$ cat src/source/scratchpadCfgPkg.sv
// Scratchpad configuration: bank count, bank depth, word width and the derived address widths.
package scratchpadCfgPkg;

  // Number of identical banks behind the flat host address.
  localparam int NumBanks = 4;

  // Words held by each bank.
  localparam int BankDepth = 16;

  // Bits per stored word.
  localparam int DataWidth = 8;

  // Word address inside one bank.
  localparam int BankAddrWidth = $clog2(BankDepth);

  // Bank number taken from the upper host address bits.
  localparam int BankSelWidth = $clog2(NumBanks);

  // Flat host address, bank select on top of the word address.
  localparam int HostAddrWidth = BankSelWidth + BankAddrWidth;

  // One stored word.
  typedef logic [DataWidth-1:0] dataT;

  // Word address within a bank.
  typedef logic [BankAddrWidth-1:0] bankAddrT;

  // Bank number.
  typedef logic [BankSelWidth-1:0] bankSelT;

  // Flat host address. Upper bits pick the bank, lower bits pick the word.
  typedef logic [HostAddrWidth-1:0] hostAddrT;

endpackage

$ cat src/source/scratchpadBusPkg.sv
// Scratchpad bus structs for host requests, per-bank write ports and read returns.
package scratchpadBusPkg;

  // One host write request, valid for the single cycle its strobe is high.
  typedef struct packed {
    logic                        strobe;
    scratchpadCfgPkg::hostAddrT  addr;
    scratchpadCfgPkg::dataT      data;
  } hostWriteT;

  // One host read request.
  // The result comes back two cycles later on the read return.
  typedef struct packed {
    logic                        strobe;
    scratchpadCfgPkg::hostAddrT  addr;
  } hostReadT;

  // Write port of a single bank.
  typedef struct packed {
    logic                        enable;
    scratchpadCfgPkg::bankAddrT  addr;
    scratchpadCfgPkg::dataT      data;
  } bankWriteT;

  // One read result, valid for a single cycle.
  typedef struct packed {
    logic                        valid;
    scratchpadCfgPkg::dataT      data;
  } readReturnT;

endpackage

$ cat src/source/bankWriteDecode.sv
// Bank write decoder that broadcasts sweep writes and routes host writes to the addressed bank.
`timescale 1ns/1ps

module bankWriteDecode (
  input  scratchpadCfgPkg::bankAddrT  initWrAddr,
  input  scratchpadCfgPkg::dataT      initWrData,
  input  logic                        initWrValid,
  input  scratchpadBusPkg::hostWriteT hostWrite,
  output scratchpadBusPkg::bankWriteT bankWrite [scratchpadCfgPkg::NumBanks]
);

  scratchpadCfgPkg::bankSelT  hostSel;
  scratchpadCfgPkg::bankAddrT hostWord;

  // Upper address bits name the bank, lower bits the word inside it.
  assign hostSel  = hostWrite.addr[scratchpadCfgPkg::HostAddrWidth-1:
                                   scratchpadCfgPkg::BankAddrWidth];
  assign hostWord = hostWrite.addr[scratchpadCfgPkg::BankAddrWidth-1:0];

  // A sweep write owns every bank for that cycle.
  // Any host write in the same cycle is lost.
  always_comb begin
    for (int i = 0; i < scratchpadCfgPkg::NumBanks; i++) begin
      if (initWrValid) begin
        bankWrite[i].enable = 1'b1;
        bankWrite[i].addr   = initWrAddr;
        bankWrite[i].data   = initWrData;
      end else begin
        bankWrite[i].enable = hostWrite.strobe &&
                              (hostSel == scratchpadCfgPkg::bankSelT'(i));
        bankWrite[i].addr   = hostWord;
        bankWrite[i].data   = hostWrite.data;
      end
    end
  end

endmodule

$ cat src/source/ramBank.sv
// Single scratchpad bank: single-port synchronous RAM with a registered read word.
`timescale 1ns/1ps

module ramBank (
  input  logic                        clk,
  input  scratchpadBusPkg::bankWriteT write,
  input  scratchpadCfgPkg::bankAddrT  rdAddr,
  output scratchpadCfgPkg::dataT      rdData
);

  scratchpadCfgPkg::dataT mem [scratchpadCfgPkg::BankDepth];

  // Write lands on the enabled edge.
  always_ff @(posedge clk) begin
    if (write.enable) begin
      mem[write.addr] <= write.data;
    end
  end

  // The read samples the array every cycle.
  // A write to the same word at this edge is seen on the next read only.
  always_ff @(posedge clk) begin
    rdData <= mem[rdAddr];
  end

endmodule

$ cat src/source/ramInitializer.sv
// RAM initializer that sweeps every word address once after a start strobe and writes a fixed value.
`timescale 1ns/1ps

module ramInitializer #(
  parameter int Depth = scratchpadCfgPkg::BankDepth,
  parameter int Width = scratchpadCfgPkg::DataWidth,
  localparam int AddrWidth = (Depth > 1) ? $clog2(Depth) : 1
) (
  input  logic                 clk,
  input  logic                 rst,
  input  logic [Width-1:0]     initialValue,
  input  logic                 start,
  output logic                 busy,
  output logic                 wrValid,
  output logic [AddrWidth-1:0] wrAddr,
  output logic [Width-1:0]     wrData
);

  typedef enum logic {
    stateIdle,
    stateSweep
  } initStateT;

  localparam logic [AddrWidth-1:0] LastAddr = AddrWidth'(Depth - 1);

  initStateT            state;
  logic [AddrWidth-1:0] addrQ;

  // The counter starts at zero on the start strobe and steps once per cycle.
  // After the last address the machine drops back to idle.
  always_ff @(posedge clk) begin
    if (rst) begin
      state <= stateIdle;
      addrQ <= '0;
    end else begin
      case (state)
        stateIdle: begin
          addrQ <= '0;
          if (start) begin
            state <= stateSweep;
          end
        end
        stateSweep: begin
          if (addrQ == LastAddr) begin
            state <= stateIdle;
            addrQ <= '0;
          end else begin
            addrQ <= addrQ + 1'b1;
          end
        end
        default: state <= stateIdle;
      endcase
    end
  end

  // Every sweeping cycle is a write, so busy and write-valid are the same level.
  assign busy    = (state == stateSweep);
  assign wrValid = busy;
  assign wrAddr  = addrQ;
  assign wrData  = busy ? initialValue : '0;

endmodule

$ cat src/source/readReturnSelect.sv
// Read return path that picks the addressed bank's word and registers it with a valid bit.
`timescale 1ns/1ps

module readReturnSelect (
  input  logic                         clk,
  input  logic                         rst,
  input  scratchpadBusPkg::hostReadT   hostRead,
  input  scratchpadCfgPkg::dataT       bankData [scratchpadCfgPkg::NumBanks],
  output scratchpadBusPkg::readReturnT readReturn
);

  logic                      rdPendQ;
  scratchpadCfgPkg::bankSelT selQ;
  logic                      retValidQ;
  scratchpadCfgPkg::dataT    retDataQ;

  // First stage runs alongside the registered bank read.
  always_ff @(posedge clk) begin
    if (rst) begin
      rdPendQ <= 1'b0;
    end else begin
      rdPendQ <= hostRead.strobe;
    end
  end

  always_ff @(posedge clk) begin
    selQ <= hostRead.addr[scratchpadCfgPkg::HostAddrWidth-1:scratchpadCfgPkg::BankAddrWidth];
  end

  // Second stage picks the bank word that the first stage pointed at.
  always_ff @(posedge clk) begin
    if (rst) begin
      retValidQ <= 1'b0;
    end else begin
      retValidQ <= rdPendQ;
    end
  end

  always_ff @(posedge clk) begin
    retDataQ <= bankData[selQ];
  end

  assign readReturn.valid = retValidQ;
  assign readReturn.data  = retDataQ;

endmodule

$ cat src/source/scratchpadTop.sv
// Banked scratchpad RAM top level with a start-triggered initializer and a two-cycle read path.
`timescale 1ns/1ps

module scratchpadTop (
  input  logic                         clk,
  input  logic                         rst,
  input  scratchpadCfgPkg::dataT       initValue,
  input  logic                         initStart,
  output logic                         initBusy,
  input  scratchpadBusPkg::hostWriteT  hostWrite,
  input  scratchpadBusPkg::hostReadT   hostRead,
  output scratchpadBusPkg::readReturnT readReturn
);

  logic                        initWrValid;
  scratchpadCfgPkg::bankAddrT  initWrAddr;
  scratchpadCfgPkg::dataT      initWrData;
  scratchpadBusPkg::bankWriteT bankWrite [scratchpadCfgPkg::NumBanks];
  scratchpadCfgPkg::dataT      bankRdData [scratchpadCfgPkg::NumBanks];
  scratchpadCfgPkg::bankAddrT  rdWordAddr;

  ramInitializer #(
    .Depth(scratchpadCfgPkg::BankDepth),
    .Width(scratchpadCfgPkg::DataWidth)
  ) i_initializer (
    .clk         (clk),
    .rst         (rst),
    .initialValue(initValue),
    .start       (initStart),
    .busy        (initBusy),
    .wrValid     (initWrValid),
    .wrAddr      (initWrAddr),
    .wrData      (initWrData)
  );

  bankWriteDecode i_writeDecode (
    .initWrAddr (initWrAddr),
    .initWrData (initWrData),
    .initWrValid(initWrValid),
    .hostWrite  (hostWrite),
    .bankWrite  (bankWrite)
  );

  // All banks read the same word; the selector keeps only the addressed one.
  assign rdWordAddr = hostRead.addr[scratchpadCfgPkg::BankAddrWidth-1:0];

  for (genvar b = 0; b < scratchpadCfgPkg::NumBanks; b++) begin : genBank
    ramBank i_bank (
      .clk   (clk),
      .write (bankWrite[b]),
      .rdAddr(rdWordAddr),
      .rdData(bankRdData[b])
    );
  end

  readReturnSelect i_readSelect (
    .clk       (clk),
    .rst       (rst),
    .hostRead  (hostRead),
    .bankData  (bankRdData),
    .readReturn(readReturn)
  );

endmodule

$ cat config.mk
export PLATFORM = sky130hd
export DESIGN_NAME = scratchpadTop
export DESIGN_NICKNAME = d
export VERILOG_FILES = /design/src/source/scratchpadCfgPkg.sv /design/src/source/scratchpadBusPkg.sv /design/src/source/bankWriteDecode.sv /design/src/source/ramBank.sv /design/src/source/ramInitializer.sv /design/src/source/readReturnSelect.sv /design/src/source/scratchpadTop.sv
export SDC_FILE = /design/constraint.sdc
export NUM_CORES = 1
export LEC_CHECK = 0
export BUFFER_PORTS_ARGS = -buffer_cell sky130_fd_sc_hd__buf_2
export CELL_PAD_IN_SITES_DETAIL_PLACEMENT = 1
export CELL_PAD_IN_SITES_GLOBAL_PLACEMENT = 1
export CORE_MARGIN = 2
export CORE_UTILIZATION = 49
export DETAILED_ROUTE_END_ITERATION = 7
export PLACE_DENSITY = 0.79
export SETUP_SLACK_MARGIN = 0.3
export SKIP_CTS_REPAIR_TIMING = 1
export SYNTH_ARGS = -nofsm -noshare
export SYNTH_HDL_FRONTEND = slang
export SYNTH_SLANG_ARGS = --single-unit
export TNS_END_PERCENT = 10
$ cat constraint.sdc
create_clock -name clk -period 5.6 [get_ports clk]
set_input_delay 1.4 -clock clk [delete_from_list [all_inputs] [get_ports clk]]
set_output_delay 1.4 -clock clk [all_outputs]
set_load 0.01 [all_outputs]
==> run summary <==
Status - finished clean
Die H - 211 um
Root buf cell - clkbuf_16
Final max-slew violation count - 0
Worst-path clk slew - 0.06 ns
Maxcap violations - 0
Die ar. - 44500 um^2
Initial DRC Count - 1092
Initial antenna violation count - 5
Tot Pwr - 9.19 mW
Final period util - 0.570
Final setup viols - 0
GR Overflow Total - 0
Crit path max-delay family - flip-flops
Number of synthesized flops with an enable pin - 512
Final Routed Wirelength - 51.5 mm
Antenna cells - 0
Via density - 6.24
Yosys cell types - 25
Syn_nets - 1006
Multi-input logic area - 4340 um^2
RSZ-0062 raised after global routing - false
Reg-to-reg slack, setup - 2.47 ns
Grt met3 use - 0.0425
Clock Path Buffers - 3
CP required - 4.20 ns
DR pass1 iterations - 5
First-pass GRT wire length - 75.5 mm
Critical Path Sink Type - output pin
Placer Congestion - 0.743
Post-synthesis sequential area ratio - 0.779
Worst r2r src - i_initializer.busy$_SDFF_PP0_
Post-Syn Instances - 972
Area Growth Syn to Fin - 14.4%
Worst Hold Class - flip-flop to flip-flop
Post-route cell area - 24000 um^2
Crit path largest cell delay - 0.95 ns
Largest net degree at the start of global routing - 105
GR Layer Usage met2 - 0.410
DP Worst Slack - 1.82 ns
Via count - 10.4k
YS warnings - 0
Core area - 42100 um^2
Initial core utilization - 0.498
FF/Latch Area - 16400 um^2
Hold path endpoint - i_readSelect.retValidQ$_SDFF_PP0_
Post-Syn Area per Cell - 21.6 um^2
Crit path max-delay cell type - dfxtp_1
Final hold vios - 0
GR Util met1 - 0.312
Gr busiest metal - met2
Top cell type by total area after synthesis - edfxtp_1
Most numerous cell in the Yosys netlist - edfxtp_1
CTS H-tree depth - 2
DRC errors left - 0
Buffers on Ports - 42
DIE WIDTH - 211 um
Vias in the first global route - 11.1k
Post-layout util - 0.570
Synth async-reset ratio - 0
Cell Rows - 75
Fmax - 313 MHz
Crit path arrival time - 1.79 ns
Share of layout cells above drive strength 1 - 0.310
Final min period - 3.19 ns
CP cell instances - buf_2
Routed Antenna Nets - 0
Post-DP HPWL - 30.0 mm
Hold slack - 0.455 ns
Relative slew slack - 0.0557
Critical path startpoint category - flip-flop
Yosys top cell area share - 0.732
Seq cells post-synth - 561
CTS Buf Count - 53
I/O pin cnt - 43
Worst path depth - 1
Clock sinks - 561
Fill cell count - 3560
Final Skew - 0.0199 ns
Worst-case reg-to-reg path depth - 2
Prevailing post-synth register cell - edfxtp_1
Static leakage - 7.74 nW
Fin nets - 1112
Post-synthesis cell area - 21000 um^2
Skew-Pair Late Insertion Delay - 0.58 ns
DR WL/cell - 31.0 um
Worst Hold Launch - i_readSelect.rdPendQ$_SDFF_PP0_
GRT Total Usage - 0.237
Worst flop-to-flop path endpoint - genBank[1].i_bank.mem[14][2]$_DFFE_PP_
Setup_tns - 0 ns
Peak supply drop - 306 uV
Critical setup path kind - flip-flop to output pin
PwrDens - 383 nW/um^2
CP max FO - 27
Post-DP Area - 22200 um^2
Worst path buffer plus inverter count - 1
Post-synth top cells - edfxtp_1 (512), mux4_2 (136), a22oi_1 (66), nor3_1 (64), dfxtp_1 (49)
Synth area leaders - edfxtp_1 (73%), mux4_2 (15%), dfxtp_1 (4.7%)
CTS tree - done
Hold Crit Depth - 1
Non-filler cells, final - 1662
Dpl cells - 1561
Worst-margin pin slew - 1.41 ns
Setup WS post-layout - 2.41 ns
==> registers in the layout (all words and copies together) (netlist names) <==
signal and flops:
genBank.i_bank.mem 512, genBank.i_bank.rdData 32, i_initializer.busy 1, i_initializer.wrAddr 4, i_readSelect.retDataQ 8, i_readSelect.retValidQ 1
i_readSelect.selQ 2, i_readSelect.rdPendQ 1
==> how the worst max path moves through the flow <==
stage | startpoint | slack [ns] | endpoint
floorplan | hostWrite[8] | 2.64 | genBank[1].i_bank.mem[5][0]$_DFFE_PP_
global placement | hostRead[0] | 2.02 | genBank[3].i_bank.rdData[7]$_DFF_P_
detailed placement | hostWrite[8] | 1.82 | genBank[2].i_bank.mem[11][1]$_DFFE_PP_
CTS | i_initializer.busy$_SDFF_PP0_ | 2.40 | initBusy
global route | i_initializer.busy$_SDFF_PP0_ | 2.28 | genBank[1].i_bank.mem[12][4]$_DFFE_PP_
finish | i_initializer.busy$_SDFF_PP0_ | 2.41 | initBusy
==> layer usage <==
| metal | part of all wire | vias to the layer above |
|---|---|---|
| li1 | - | 4284 |
| met4 | 0.026 | 4 |
| met3 | 0.070 | 83 |
| met1 | 0.39 | 5535 |
| met2 | 0.52 | 464 |
| met5 | 0.00051 | - |
==> area by class of cell <==
cell class	instances	area share
tap	539	0.0281
sequential	561	0.681
clock inverter	31	0.0153
inverter	7	0.00109
timing repair buffer	113	0.0325
clock buffer	69	0.0612
multi-input combinational	342	0.181
==> where the power goes <==
group	internal, mW	switching, mW	total [mW]
clock network	2.22	1.56	3.78
registers	4.75	0.0555	4.80
logic	0.198	0.409	0.607
==> cell usage in the layout, fill, tap and decap left out, types with 2 or more instances in the layout <==
| cell type | count |
|---|---|
| mux2_2 | 8 |
| clkbuf_16 | 55 |
| a32oi_1 | 4 |
| bufinv_16 | 8 |
| a22oi_1 | 66 |
| inv_1 | 7 |
| buf_2 | 40 |
| nor3_1 | 61 |
| nor2_1 | 8 |
| clkinv_2 | 7 |
| buf_12 | 2 |
| edfxtp_1 | 512 |
| a31oi_1 | 4 |
| nand2b_1 | 2 |
| dfxtp_1 | 49 |
| nor3_2 | 3 |
| nor2b_2 | 2 |
| clkinv_1 | 8 |
| clkbuf_8 | 5 |
| clkbuf_1 | 10 |
| nand2_1 | 34 |
| buf_4 | 69 |
| clkinvlp_4 | 7 |
| nor2b_1 | 4 |
| mux4_2 | 136 |
==> kinds of logic (layout without fill, tap and decap cells) <==
family                   Yosys count  after routing  share of synthesized area
buffers and inverters             69            220                     0.0154
AND/OR/NAND/NOR                  117            117                     0.0259
XOR/XNOR                           2              2                   0.000835
AO/OA/AOI/OAI                     78             78                     0.0280
adder cells (fa/ha/maj)            1              1                   0.000596
flip-flops                       561            561                      0.779
multiplexers                     144            144                      0.150
(Power assumes the default switching activity.)
